<file path="src/jsp_macros.svh">
/* Widths and FIFO depth of the JTAG serial port, included by jsp_pkg and the RTL */
`ifndef JSP_MACROS_SVH
`define JSP_MACROS_SVH

// Serial data
`define JSP_BYTE_W     8  // One byte on TDI or TDO

// Counters
`define JSP_CNT_W      4  // FIFO counts 0..8, user counts 0..15

// FIFOs
`define JSP_FIFO_DEPTH 8  // Entries per direction
`define JSP_FIFO_AW    3  // Pointer width, log2 of the depth

`endif

</file>
<file path="src/jsp_pkg.sv">
/* Shared types of the JTAG serial port: data and count vectors, FSM states */
`include "jsp_macros.svh"

package jsp_pkg;

  typedef logic [`JSP_BYTE_W-1:0] byte_t;   // One byte of serial data
  typedef logic [`JSP_CNT_W-1:0]  count_t;  // Byte count, free space or bit count

  // Write side, TDI into the receive FIFO
  typedef enum logic [1:0] {
    WR_IDLE,    // No scan in progress
    WR_WAIT,    // Waiting for the start bit
    WR_COUNTS,  // Shifting in the count byte
    WR_XFER     // Shifting in data bytes
  } wr_state_e;

  // Read side, transmit FIFO out to TDO
  typedef enum logic [1:0] {
    RD_IDLE,    // No scan in progress
    RD_COUNTS,  // Shifting out the status byte
    RD_RDACK,   // First bit of a data byte, pop the FIFO here
    RD_XFER     // Remaining bits of a data byte
  } rd_state_e;

endpackage

</file>
<file path="src/jsp_biu_if.sv">
/* Link between the scan controllers and the FIFO unit.
   Strobes are single-cycle, the push or pop lands on the same tck edge */
`timescale 1ns/1ns

interface jsp_biu_if;
  import jsp_pkg::*;

  byte_t  wr_data;      // Byte assembled from TDI
  logic   wr_strobe;    // Push wr_data into the receive FIFO
  logic   rd_strobe;    // Pop the transmit FIFO head
  byte_t  rd_data;      // Transmit FIFO head, show-ahead
  count_t bytes_avail;  // Bytes waiting in the transmit FIFO
  count_t bytes_free;   // Space left in the receive FIFO

  modport biu (
    input  wr_data, wr_strobe, rd_strobe,
    output rd_data, bytes_avail, bytes_free
  );

  modport writer (
    output wr_data, wr_strobe,
    input  bytes_free
  );

  // Free space is needed too, it forms the low nibble of the status byte
  modport reader (
    output rd_strobe,
    input  rd_data, bytes_avail, bytes_free
  );

endinterface

</file>
<file path="src/jsp_byte_fifo.sv">
/* Show-ahead byte FIFO with occupancy count, one per direction in jsp_biu.
   Pushes into a full FIFO and pops from an empty one are dropped */
`timescale 1ns/1ns
`include "jsp_macros.svh"

module jsp_byte_fifo (
  input  logic            tck_i,
  input  logic            rst_i,
  input  logic            push_i,   // Write data_i at this edge
  input  jsp_pkg::byte_t  data_i,
  input  logic            pop_i,    // Drop the head at this edge
  output jsp_pkg::byte_t  data_o,   // Head entry, valid while count_o != 0
  output jsp_pkg::count_t count_o
);
  import jsp_pkg::*;

  byte_t                   mem_q [`JSP_FIFO_DEPTH];
  logic [`JSP_FIFO_AW-1:0] wr_ptr_q;
  logic [`JSP_FIFO_AW-1:0] rd_ptr_q;
  count_t                  count_q;
  logic                    full;
  logic                    empty;
  logic                    do_push;
  logic                    do_pop;

  assign full    = (count_q == count_t'(`JSP_FIFO_DEPTH));
  assign empty   = (count_q == '0);
  assign do_push = push_i && !full;
  assign do_pop  = pop_i && !empty;

  // Storage, no reset on the payload
  always_ff @(posedge tck_i) begin
    if (do_push) begin
      mem_q[wr_ptr_q] <= data_i;
    end
  end

  // Pointers wrap on their own since the depth is a power of two
  always_ff @(posedge tck_i or posedge rst_i) begin
    if (rst_i) begin
      wr_ptr_q <= '0;
      rd_ptr_q <= '0;
      count_q  <= '0;
    end else begin
      if (do_push) begin
        wr_ptr_q <= wr_ptr_q + 1'b1;
      end
      if (do_pop) begin
        rd_ptr_q <= rd_ptr_q + 1'b1;
      end
      unique case ({do_push, do_pop})
        2'b10:   count_q <= count_q + count_t'(1);
        2'b01:   count_q <= count_q - count_t'(1);
        default: count_q <= count_q;  // Idle, or push and pop together
      endcase
    end
  end

  assign data_o  = mem_q[rd_ptr_q];  // Show-ahead head
  assign count_o = count_q;

endmodule

</file>
<file path="src/jsp_biu.sv">
/* FIFO unit of the serial port: receive FIFO from JTAG to the target,
   transmit FIFO from the target to JTAG, and the counts the scans report */
`timescale 1ns/1ns
`include "jsp_macros.svh"

module jsp_biu (
  input  logic           tck_i,
  input  logic           rst_i,
  jsp_biu_if.biu         jtag,
  output jsp_pkg::byte_t rx_data_o,   // Receive FIFO head
  output logic           rx_valid_o,  // Receive FIFO not empty
  input  logic           rx_rd_i,     // Target pops rx_data_o
  input  jsp_pkg::byte_t tx_data_i,
  input  logic           tx_wr_i,     // Target pushes tx_data_i
  output logic           tx_full_o
);
  import jsp_pkg::*;

  count_t rx_count;  // Bytes waiting for the target
  count_t tx_count;  // Bytes waiting for the host

  ////////////////////////////////////////////////////////////
  // JTAG to target
  jsp_byte_fifo rx_fifo_inst (
    .tck_i   (tck_i),
    .rst_i   (rst_i),
    .push_i  (jtag.wr_strobe),
    .data_i  (jtag.wr_data),
    .pop_i   (rx_rd_i),
    .data_o  (rx_data_o),
    .count_o (rx_count)
  );

  ////////////////////////////////////////////////////////////
  // Target to JTAG
  jsp_byte_fifo tx_fifo_inst (
    .tck_i   (tck_i),
    .rst_i   (rst_i),
    .push_i  (tx_wr_i),
    .data_i  (tx_data_i),
    .pop_i   (jtag.rd_strobe),
    .data_o  (jtag.rd_data),
    .count_o (tx_count)
  );

  assign rx_valid_o       = (rx_count != '0);
  assign tx_full_o        = (tx_count == count_t'(`JSP_FIFO_DEPTH));
  assign jtag.bytes_free  = count_t'(`JSP_FIFO_DEPTH) - rx_count;  // Space as the host sees it
  assign jtag.bytes_avail = tx_count;

endmodule

</file>
<file path="src/jsp_in_ctrl.sv">
/* Write side of a DR scan: optional start bit, count byte, then data bytes
   from TDI pushed into the receive FIFO while space and user count last */
`timescale 1ns/1ns
`include "jsp_macros.svh"

module jsp_in_ctrl #(
  parameter bit MULTI_CHAIN = 1'b1  // 1 = wait for a start bit of 1 on TDI
) (
  input  logic       tck_i,
  input  logic       rst_i,
  input  logic       tdi_i,
  input  logic       capture_dr_i,
  input  logic       shift_dr_i,
  input  logic       update_dr_i,
  input  logic       module_select_i,
  jsp_biu_if.writer  biu
);
  import jsp_pkg::*;

  wr_state_e                 state_q;
  wr_state_e                 state_d;
  count_t                    bit_cnt_q;        // Bits of the current byte so far
  count_t                    in_word_cnt_q;    // Receive FIFO space left this scan
  count_t                    user_word_cnt_q;  // Bytes the host still intends to send
  logic [`JSP_BYTE_W-2:0]    tdi_hist_q;       // Last 7 TDI bits, oldest in bit 0
  byte_t                     byte_in;
  logic                      bit_cnt_max;
  logic                      bit_cnt_en;
  logic                      bit_cnt_clr;
  logic                      in_cnt_ld;
  logic                      user_cnt_ld;
  logic                      push;

  assign byte_in     = {tdi_i, tdi_hist_q};  // Whole byte on its 8th bit
  assign bit_cnt_max = (bit_cnt_q == count_t'(`JSP_BYTE_W - 1));

  ////////////////////////////////////////////////////////////
  // FSM
  always_ff @(posedge tck_i or posedge rst_i) begin
    if (rst_i) state_q <= WR_IDLE;
    else       state_q <= state_d;
  end

  always_comb begin
    state_d     = state_q;
    bit_cnt_en  = 1'b0;
    bit_cnt_clr = 1'b0;
    in_cnt_ld   = 1'b0;
    user_cnt_ld = 1'b0;
    push        = 1'b0;
    unique case (state_q)
      WR_IDLE: begin
        if (module_select_i && capture_dr_i) begin
          state_d     = MULTI_CHAIN ? WR_WAIT : WR_COUNTS;
          bit_cnt_clr = 1'b1;
          in_cnt_ld   = 1'b1;  // Snapshot of free space
        end
      end
      WR_WAIT: begin  // Start bit is not data
        if (update_dr_i) state_d = WR_IDLE;
        else if (shift_dr_i && module_select_i && tdi_i) state_d = WR_COUNTS;
      end
      WR_COUNTS: begin
        if (update_dr_i) begin
          state_d = WR_IDLE;
        end else if (shift_dr_i) begin
          bit_cnt_en = 1'b1;
          if (bit_cnt_max) begin
            state_d     = WR_XFER;
            bit_cnt_clr = 1'b1;
            user_cnt_ld = 1'b1;  // Upper nibble of the count byte
          end
        end
      end
      WR_XFER: begin
        if (update_dr_i) begin
          state_d = WR_IDLE;
        end else if (shift_dr_i) begin
          bit_cnt_en = 1'b1;
          if (bit_cnt_max) begin
            bit_cnt_clr = 1'b1;
            // Bytes past either limit are dropped
            push = (in_word_cnt_q != '0) && (user_word_cnt_q != '0);
          end
        end
      end
      default: state_d = WR_IDLE;
    endcase
  end

  ////////////////////////////////////////////////////////////
  // Counters and TDI history
  always_ff @(posedge tck_i or posedge rst_i) begin
    if (rst_i) begin
      bit_cnt_q       <= '0;
      in_word_cnt_q   <= '0;
      user_word_cnt_q <= '0;
    end else begin
      if (bit_cnt_clr)     bit_cnt_q <= '0;
      else if (bit_cnt_en) bit_cnt_q <= bit_cnt_q + count_t'(1);
      if (in_cnt_ld)       in_word_cnt_q <= biu.bytes_free;
      else if (push)       in_word_cnt_q <= in_word_cnt_q - count_t'(1);
      if (user_cnt_ld)     user_word_cnt_q <= byte_in[`JSP_BYTE_W-1 -: `JSP_CNT_W];
      else if (push)       user_word_cnt_q <= user_word_cnt_q - count_t'(1);
    end
  end

  always_ff @(posedge tck_i) begin
    if (shift_dr_i) tdi_hist_q <= byte_in[`JSP_BYTE_W-1:1];  // LSB first, shift down
  end

  assign biu.wr_data   = byte_in;
  assign biu.wr_strobe = push;

endmodule

</file>
<file path="src/jsp_out_ctrl.sv">
/* Read side of a DR scan: status byte {avail, free} on TDO, then the bytes
   that were available at capture, popped from the transmit FIFO one by one */
`timescale 1ns/1ns
`include "jsp_macros.svh"

module jsp_out_ctrl (
  input  logic       tck_i,
  input  logic       rst_i,
  input  logic       capture_dr_i,
  input  logic       shift_dr_i,
  input  logic       update_dr_i,
  input  logic       module_select_i,
  output logic       module_tdo_o,
  jsp_biu_if.reader  biu
);
  import jsp_pkg::*;

  rd_state_e state_q;
  rd_state_e state_d;
  count_t    bit_cnt_q;         // Bits of the current byte shifted out
  count_t    out_word_cnt_q;    // Bytes still to send this scan
  byte_t     shift_q;           // TDO shift register, bit 0 on the pin
  logic      bit_cnt_max;
  logic      bit_cnt_en;
  logic      bit_cnt_clr;
  logic      out_cnt_ld;
  logic      ld_status;
  logic      ld_data;
  logic      shift_en;
  logic      pop;

  assign bit_cnt_max = (bit_cnt_q == count_t'(`JSP_BYTE_W - 1));

  ////////////////////////////////////////////////////////////
  // FSM
  always_ff @(posedge tck_i or posedge rst_i) begin
    if (rst_i) state_q <= RD_IDLE;
    else       state_q <= state_d;
  end

  always_comb begin
    state_d     = state_q;
    bit_cnt_en  = 1'b0;
    bit_cnt_clr = 1'b0;
    out_cnt_ld  = 1'b0;
    ld_status   = 1'b0;
    ld_data     = 1'b0;
    shift_en    = 1'b0;
    pop         = 1'b0;
    unique case (state_q)
      RD_IDLE: begin
        if (module_select_i && capture_dr_i) begin
          state_d     = RD_COUNTS;
          bit_cnt_clr = 1'b1;
          out_cnt_ld  = 1'b1;  // Snapshot of available bytes
          ld_status   = 1'b1;
        end
      end
      RD_COUNTS, RD_XFER: begin
        if (update_dr_i) begin
          state_d = RD_IDLE;
        end else if (shift_dr_i) begin
          bit_cnt_en = 1'b1;
          shift_en   = 1'b1;
          if (bit_cnt_max) begin
            state_d     = RD_RDACK;
            bit_cnt_clr = 1'b1;
            ld_data     = (out_word_cnt_q != '0);  // Otherwise zeros follow
          end
        end
      end
      RD_RDACK: begin  // Byte already loaded, release it from the FIFO
        if (update_dr_i) begin
          state_d = RD_IDLE;
        end else if (shift_dr_i) begin
          state_d    = RD_XFER;
          bit_cnt_en = 1'b1;
          shift_en   = 1'b1;
          pop        = (out_word_cnt_q != '0);
        end
      end
      default: state_d = RD_IDLE;
    endcase
  end

  ////////////////////////////////////////////////////////////
  // Counters and TDO shift register
  always_ff @(posedge tck_i or posedge rst_i) begin
    if (rst_i) begin
      bit_cnt_q      <= '0;
      out_word_cnt_q <= '0;
      shift_q        <= '0;
    end else begin
      if (bit_cnt_clr)     bit_cnt_q <= '0;
      else if (bit_cnt_en) bit_cnt_q <= bit_cnt_q + count_t'(1);
      if (out_cnt_ld)      out_word_cnt_q <= biu.bytes_avail;
      else if (pop)        out_word_cnt_q <= out_word_cnt_q - count_t'(1);
      if (ld_status)       shift_q <= {biu.bytes_avail, biu.bytes_free};
      else if (ld_data)    shift_q <= biu.rd_data;  // Load wins over the shift
      else if (shift_en)   shift_q <= {1'b0, shift_q[`JSP_BYTE_W-1:1]};
    end
  end

  assign module_tdo_o  = shift_q[0];
  assign biu.rd_strobe = pop;

endmodule

</file>
<file path="src/jsp_top.sv">
/* JTAG serial port top: TAP-side scan controllers and the target-side FIFO unit,
   joined by jsp_biu_if. Everything runs on tck_i */
`timescale 1ns/1ns

module jsp_top #(
  parameter bit MULTI_CHAIN = 1'b1  // Start-bit wait for multi-device chains
) (
  input  logic           tck_i,
  input  logic           rst_i,
  // TAP side
  input  logic           tdi_i,
  input  logic           capture_dr_i,
  input  logic           shift_dr_i,
  input  logic           update_dr_i,
  input  logic           module_select_i,
  output logic           module_tdo_o,
  // Target side
  output jsp_pkg::byte_t rx_data_o,
  output logic           rx_valid_o,
  input  logic           rx_rd_i,
  input  jsp_pkg::byte_t tx_data_i,
  input  logic           tx_wr_i,
  output logic           tx_full_o
);

  jsp_biu_if biu_bus ();  // Strobes, data and counts

  jsp_in_ctrl #(.MULTI_CHAIN(MULTI_CHAIN)) in_ctrl_inst (
    .tck_i, .rst_i, .tdi_i, .capture_dr_i, .shift_dr_i, .update_dr_i,
    .module_select_i,
    .biu (biu_bus.writer)
  );

  jsp_out_ctrl out_ctrl_inst (
    .tck_i, .rst_i, .capture_dr_i, .shift_dr_i, .update_dr_i,
    .module_select_i, .module_tdo_o,
    .biu (biu_bus.reader)
  );

  jsp_biu biu_inst (
    .tck_i      (tck_i),
    .rst_i      (rst_i),
    .jtag       (biu_bus.biu),
    .rx_data_o  (rx_data_o),
    .rx_valid_o (rx_valid_o),
    .rx_rd_i    (rx_rd_i),
    .tx_data_i  (tx_data_i),
    .tx_wr_i    (tx_wr_i),
    .tx_full_o  (tx_full_o)
  );

endmodule

</file>
<file path="config.mk">
export PLATFORM = sky130hd
export DESIGN_NAME = jsp_top
export DESIGN_NICKNAME = d
export VERILOG_FILES = /design/src/jsp_pkg.sv /design/src/jsp_biu_if.sv /design/src/jsp_byte_fifo.sv /design/src/jsp_biu.sv /design/src/jsp_in_ctrl.sv /design/src/jsp_out_ctrl.sv /design/src/jsp_top.sv
export VERILOG_INCLUDE_DIRS = /design/src /design/src/src
export SDC_FILE = /design/constraint.sdc
export NUM_CORES = 1
export LEC_CHECK = 0
export BUFFER_PORTS_ARGS = -buffer_cell sky130_fd_sc_hd__buf_2
export CORE_ASPECT_RATIO = 0.7
export CORE_UTILIZATION = 35
export CTS_CLUSTER_DIAMETER = 40
export CTS_CLUSTER_SIZE = 20
export DETAILED_ROUTE_END_ITERATION = 16
export GPL_TIMING_DRIVEN = 0
export PLACE_DENSITY_LB_ADDON = 0.15
export RECOVER_POWER = 100
export SETUP_SLACK_MARGIN = 0.05
export SYNTH_ARGS = -nofsm -noshare
export SYNTH_HDL_FRONTEND = slang
export SYNTH_SLANG_ARGS = --single-unit
</file>
<file path="constraint.sdc">
create_clock -name tck_i -period 3.15 [get_ports tck_i]
set_input_delay 0.315 -clock tck_i [delete_from_list [all_inputs] [get_ports tck_i]]
set_output_delay 0.315 -clock tck_i [all_outputs]
set_load 0.01 [all_outputs]
</file>
==> results.py <==
metrics = {
    "critical_path": {
        "startpoint_type": "flop",
        "crit_top_cell": "ha_1",
        "worst_path_dominant_cell_family": "adder cells",
        "cp-end-kind": "flop",
        "cpPeakStageDelay_ps": 490,
        "cp_cell_sequence": "inv_1 > ha_1 > or3b_2 > and2_1 > clkbuf_1 > ha_1 > ha_1 > a21o_1 > a21oi_1 > xnor2_1 > nor2_1 > xor2_1",
        "path_class": "reg2reg",
        "critPathRequiredTime_ps": 3470,
        "critical-path-slowest-cell": "or3b_2",
        "crit_arrival_ps": 3270,
        "path_buf_inv": 2,
        "critPathMaxFanout": 6,
    },
    "die": {
        "fp-row-count": 45,
        "die_area_um2": 23300,
        "io_pins": 28,
        "core_area_um2": 22000,
        "die_h_um": 128,
        "dieWidth_um": 182,
        "initial_utilization_pct": 36.2,
    },
    "sta": {
        "tightest_slew_ps": 1390,
        "setup_viol": 0,
        "rsz0062_at_grt": "true",
        "slew_viol_final": 0,
        "slew_headroom_pct": 6.54,
        "timing.fmax_mhz": 339,
        "fin_crit_sh_pct": 93.7,
        "timing.final.crit_period_ps": 2950,
        "finalWorstSetupSlack_ps": 197,
        "worst_hold_slack_ps": 144,
        "final_hold_viol_count": 0,
        "clock_skew_ps": 7.89,
    },
    "synth": {
        "seq_area_frac_synth_pct": 67.4,
        "yosys.area.top_type_share_pct": 51.0,
        "syn_nets": 532,
        "ys.warnings.count": 0,
        "synth_area_um2": 7950,
        "synth_edf_count": 135,
        "synth_top_area_cell": "edfxtp_1",
        "avgSynthCellArea_um2": 16.0,
        "synth-seq-cells": 187,
        "ys_top_cells_by_area": "edfxtp_1 51%, dfrtp_1 16%, mux4_2 9.1%",
        "ys_types": 57,
        "async_flop_share_pct": 27.8,
        "synthCells": 497,
        "ys_dominant_reg_cell": "edfxtp_1",
    },
    "placed_design": {
        "io_buffers": 27,
        "dp_hpwl_um": 10900,
        "dp_worst_setup_slack_ps": 29.2,
        "placed_area_um2": 8500,
        "dp_cells": 808,
        "place_congestion": 0.731,
    },
    "global_route": {
        "grtUsageTotal_pct": 14.8,
        "grt_pass1_wl_um": 25200,
        "grt_pass1_vias": 4443,
        "grt_max_degree": 28,
        "antenna_found_initial": 0,
        "overflow": 0,
    },
    "clocking": {
        "clkSinkCount": 187,
        "cts_root_buf": "clkbuf_16",
        "clockBufferDepth": 2,
        "cts_made_buffers": 17,
        "clock_latency_ps": 430,
        "cts_tree": "done",
        "path_clk_slew_ps": 70,
        "htreeDepth": 4,
        "post-cts-setup-buffer-count": 0,
    },
    "drt": {
        "route.detailed.drc": 0,
        "routed_wl_um": 16000,
        "ant_nets": 0,
        "drtIter0Drc": 355,
        "vias": 4263,
        "dr.pass1.iters": 4,
        "vias_per_cell": 5.07,
        "routedWlPerCell_um": 19.0,
    },
    "cells_and_area": {
        "drive_gt1_share_pct": 20.2,
        "fillers": 2013,
        "n_antenna_cell": 0,
        "ff_latch_area_um2": 5360,
        "fin_area_um2": 9030,
        "multi_input_area_um2": 2460,
        "final_cells": 841,
        "syn_to_final_growth_pct": 13.6,
        "nNetsFinal": 581,
    },
    "flow_run": {
        "cap_violations": 0,
    },
    "worst_hold_path": {
        "hp-class": "in2reg",
    },
    "power": {
        "p_leak_nw": 3.21,
        "peakVddDrop_v": 0.000415,
        "power.density_nw_per_um2": 748,
    },
    "status": {
        "status": "finished clean",
    },
}
kinds of logic (layout without fill, tap and decap cells):
family / Yosys count / after routing / synth area share (%)
DFF: 187 / 187 / 67.4
and+or+nand+nor: 130 / 130 / 9.07
AOI/OAI and AO/OA: 50 / 50 / 4.03
muxes: 49 / 49 / 11.4
buffers and inverters: 35 / 97 / 2.03
xor gates and xnor gates: 28 / 28 / 3.09
adders and majority gates: 18 / 18 / 3.02
flip-flops by register name (all words and copies together) (netlist names):
register	cells
biu_inst.rx_fifo_inst.count_o	4
biu_inst.rx_fifo_inst.mem_q	64
biu_inst.rx_fifo_inst.rd_ptr_q	3
biu_inst.rx_fifo_inst.wr_ptr_q	3
biu_inst.tx_fifo_inst.count_o	4
biu_inst.tx_fifo_inst.mem_q	64
biu_inst.tx_fifo_inst.rd_ptr_q	3
biu_inst.tx_fifo_inst.wr_ptr_q	3
in_ctrl_inst.bit_cnt_q	4
in_ctrl_inst.in_word_cnt_q	4
in_ctrl_inst.state_q	2
in_ctrl_inst.tdi_hist_q	7
in_ctrl_inst.user_word_cnt_q	4
out_ctrl_inst.bit_cnt_q	4
out_ctrl_inst.out_word_cnt_q	4
out_ctrl_inst.shift_q	8
out_ctrl_inst.state_q	2
area by class of cell:
cell class / count / share of cell area (%)
timing repair buffer: 30 / 1.54
buffer: 18 / 1.02
clock buffer: 19 / 4.79
inverter: 17 / 0.706
tap: 282 / 3.91
multi-input combinational: 275 / 27.2
sequential: 187 / 59.3
clock inverter: 13 / 1.55
per-layer routing:
metal  vias to the layer above  routed length [µm]  track usage (%)
met4                         0                 181             4.94
li1                       1999                   -                -
met1                      2184                7890             21.1
met2                        67                7250             22.5
met3                        13                 656             3.38
met5                         -                   0                0
worst paths after layout:
path,to,startpoint,slack (ps),cells past startpoint
setup / recovery,biu_inst.rx_fifo_inst.count_o[3],biu_inst.rx_fifo_inst.count_o[0],200,12
hold / removal,in_ctrl_inst.state_q[1],update_dr_i,140,2
setup reg to reg,biu_inst.rx_fifo_inst.count_o[3],biu_inst.rx_fifo_inst.count_o[0],200,12
hold reg to reg,biu_inst.rx_fifo_inst.count_o[3],biu_inst.rx_fifo_inst.count_o[3],530,1
max in group asynchronous,biu_inst.rx_fifo_inst.count_o[0],rst_i,590,4
min in group asynchronous,out_ctrl_inst.bit_cnt_q[0],rst_i,710,3
placed cells by master, fill, tap and decap left out, types with 3 or more instances in the layout:
cell	n
ha_1	16
xor2_1	12
a21oi_1	12
o21ai_0	7
nor2_2	4
nor2_1	20
nand2b_1	6
nor3_1	15
edfxtp_1	135
buf_4	3
mux4_2	32
o22ai_1	6
nand2_1	33
mux2i_1	5
xnor2_1	16
clkbuf_16	17
mux2_2	12
o211ai_1	7
buf_2	9
nand3_1	15
clkinv_2	4
a211oi_1	3
dfrtp_1	51
a31oi_1	4
clkbuf_1	28
nor2b_1	7
o311ai_0	3
nor3_2	5
inv_1	16
clkbuf_2	5
inv_6	4
where the power goes:
group,switching [W],internal (W),total (W)
Sequential,0.000231,0.00297,0.00320
Combinational,0.000776,0.000673,0.00145
Clock,0.000928,0.00118,0.00210
Total,0.00194,0.00482,0.00676
synth_stat cells (3+ instances only):
master and n:
ha_1 16, dfrtp_1 52, nor3_1 19, edfxtp_1 135
mux2_2 12, nand3_1 14, nor2b_1 7, o22ai_1 6
buf_2 5, nor2_1 24, o21ai_0 6, buf_4 4
inv_1 16, xor2_1 12, clkbuf_1 5, xnor2_1 16
a21oi_1 12, mux2i_1 5, nand2_1 33, a211oi_1 3
nand2b_1 6, a31oi_1 4, and2_1 3, o211ai_1 7
mux4_2 32
through the flow:
step                setup TNS [ps]  power, W  util, %
finish                           0   0.00676     41.1
global placement             -2340   0.00468     38.4
global route                     0   0.00713     41.1
detailed placement               0   0.00477     38.7
floorplan                        0   0.00427        -
CTS                              0   0.00688     41.3
repair_timing:
action | in CTS | in global routing
hold endpoints to repair | 26 | 0
setup endpoints to repair | 0 | 36
gates resized for setup | 0 | 7
hold buffers | 1 | 0
No activity file was read; power rests on OpenSTA's default activity.
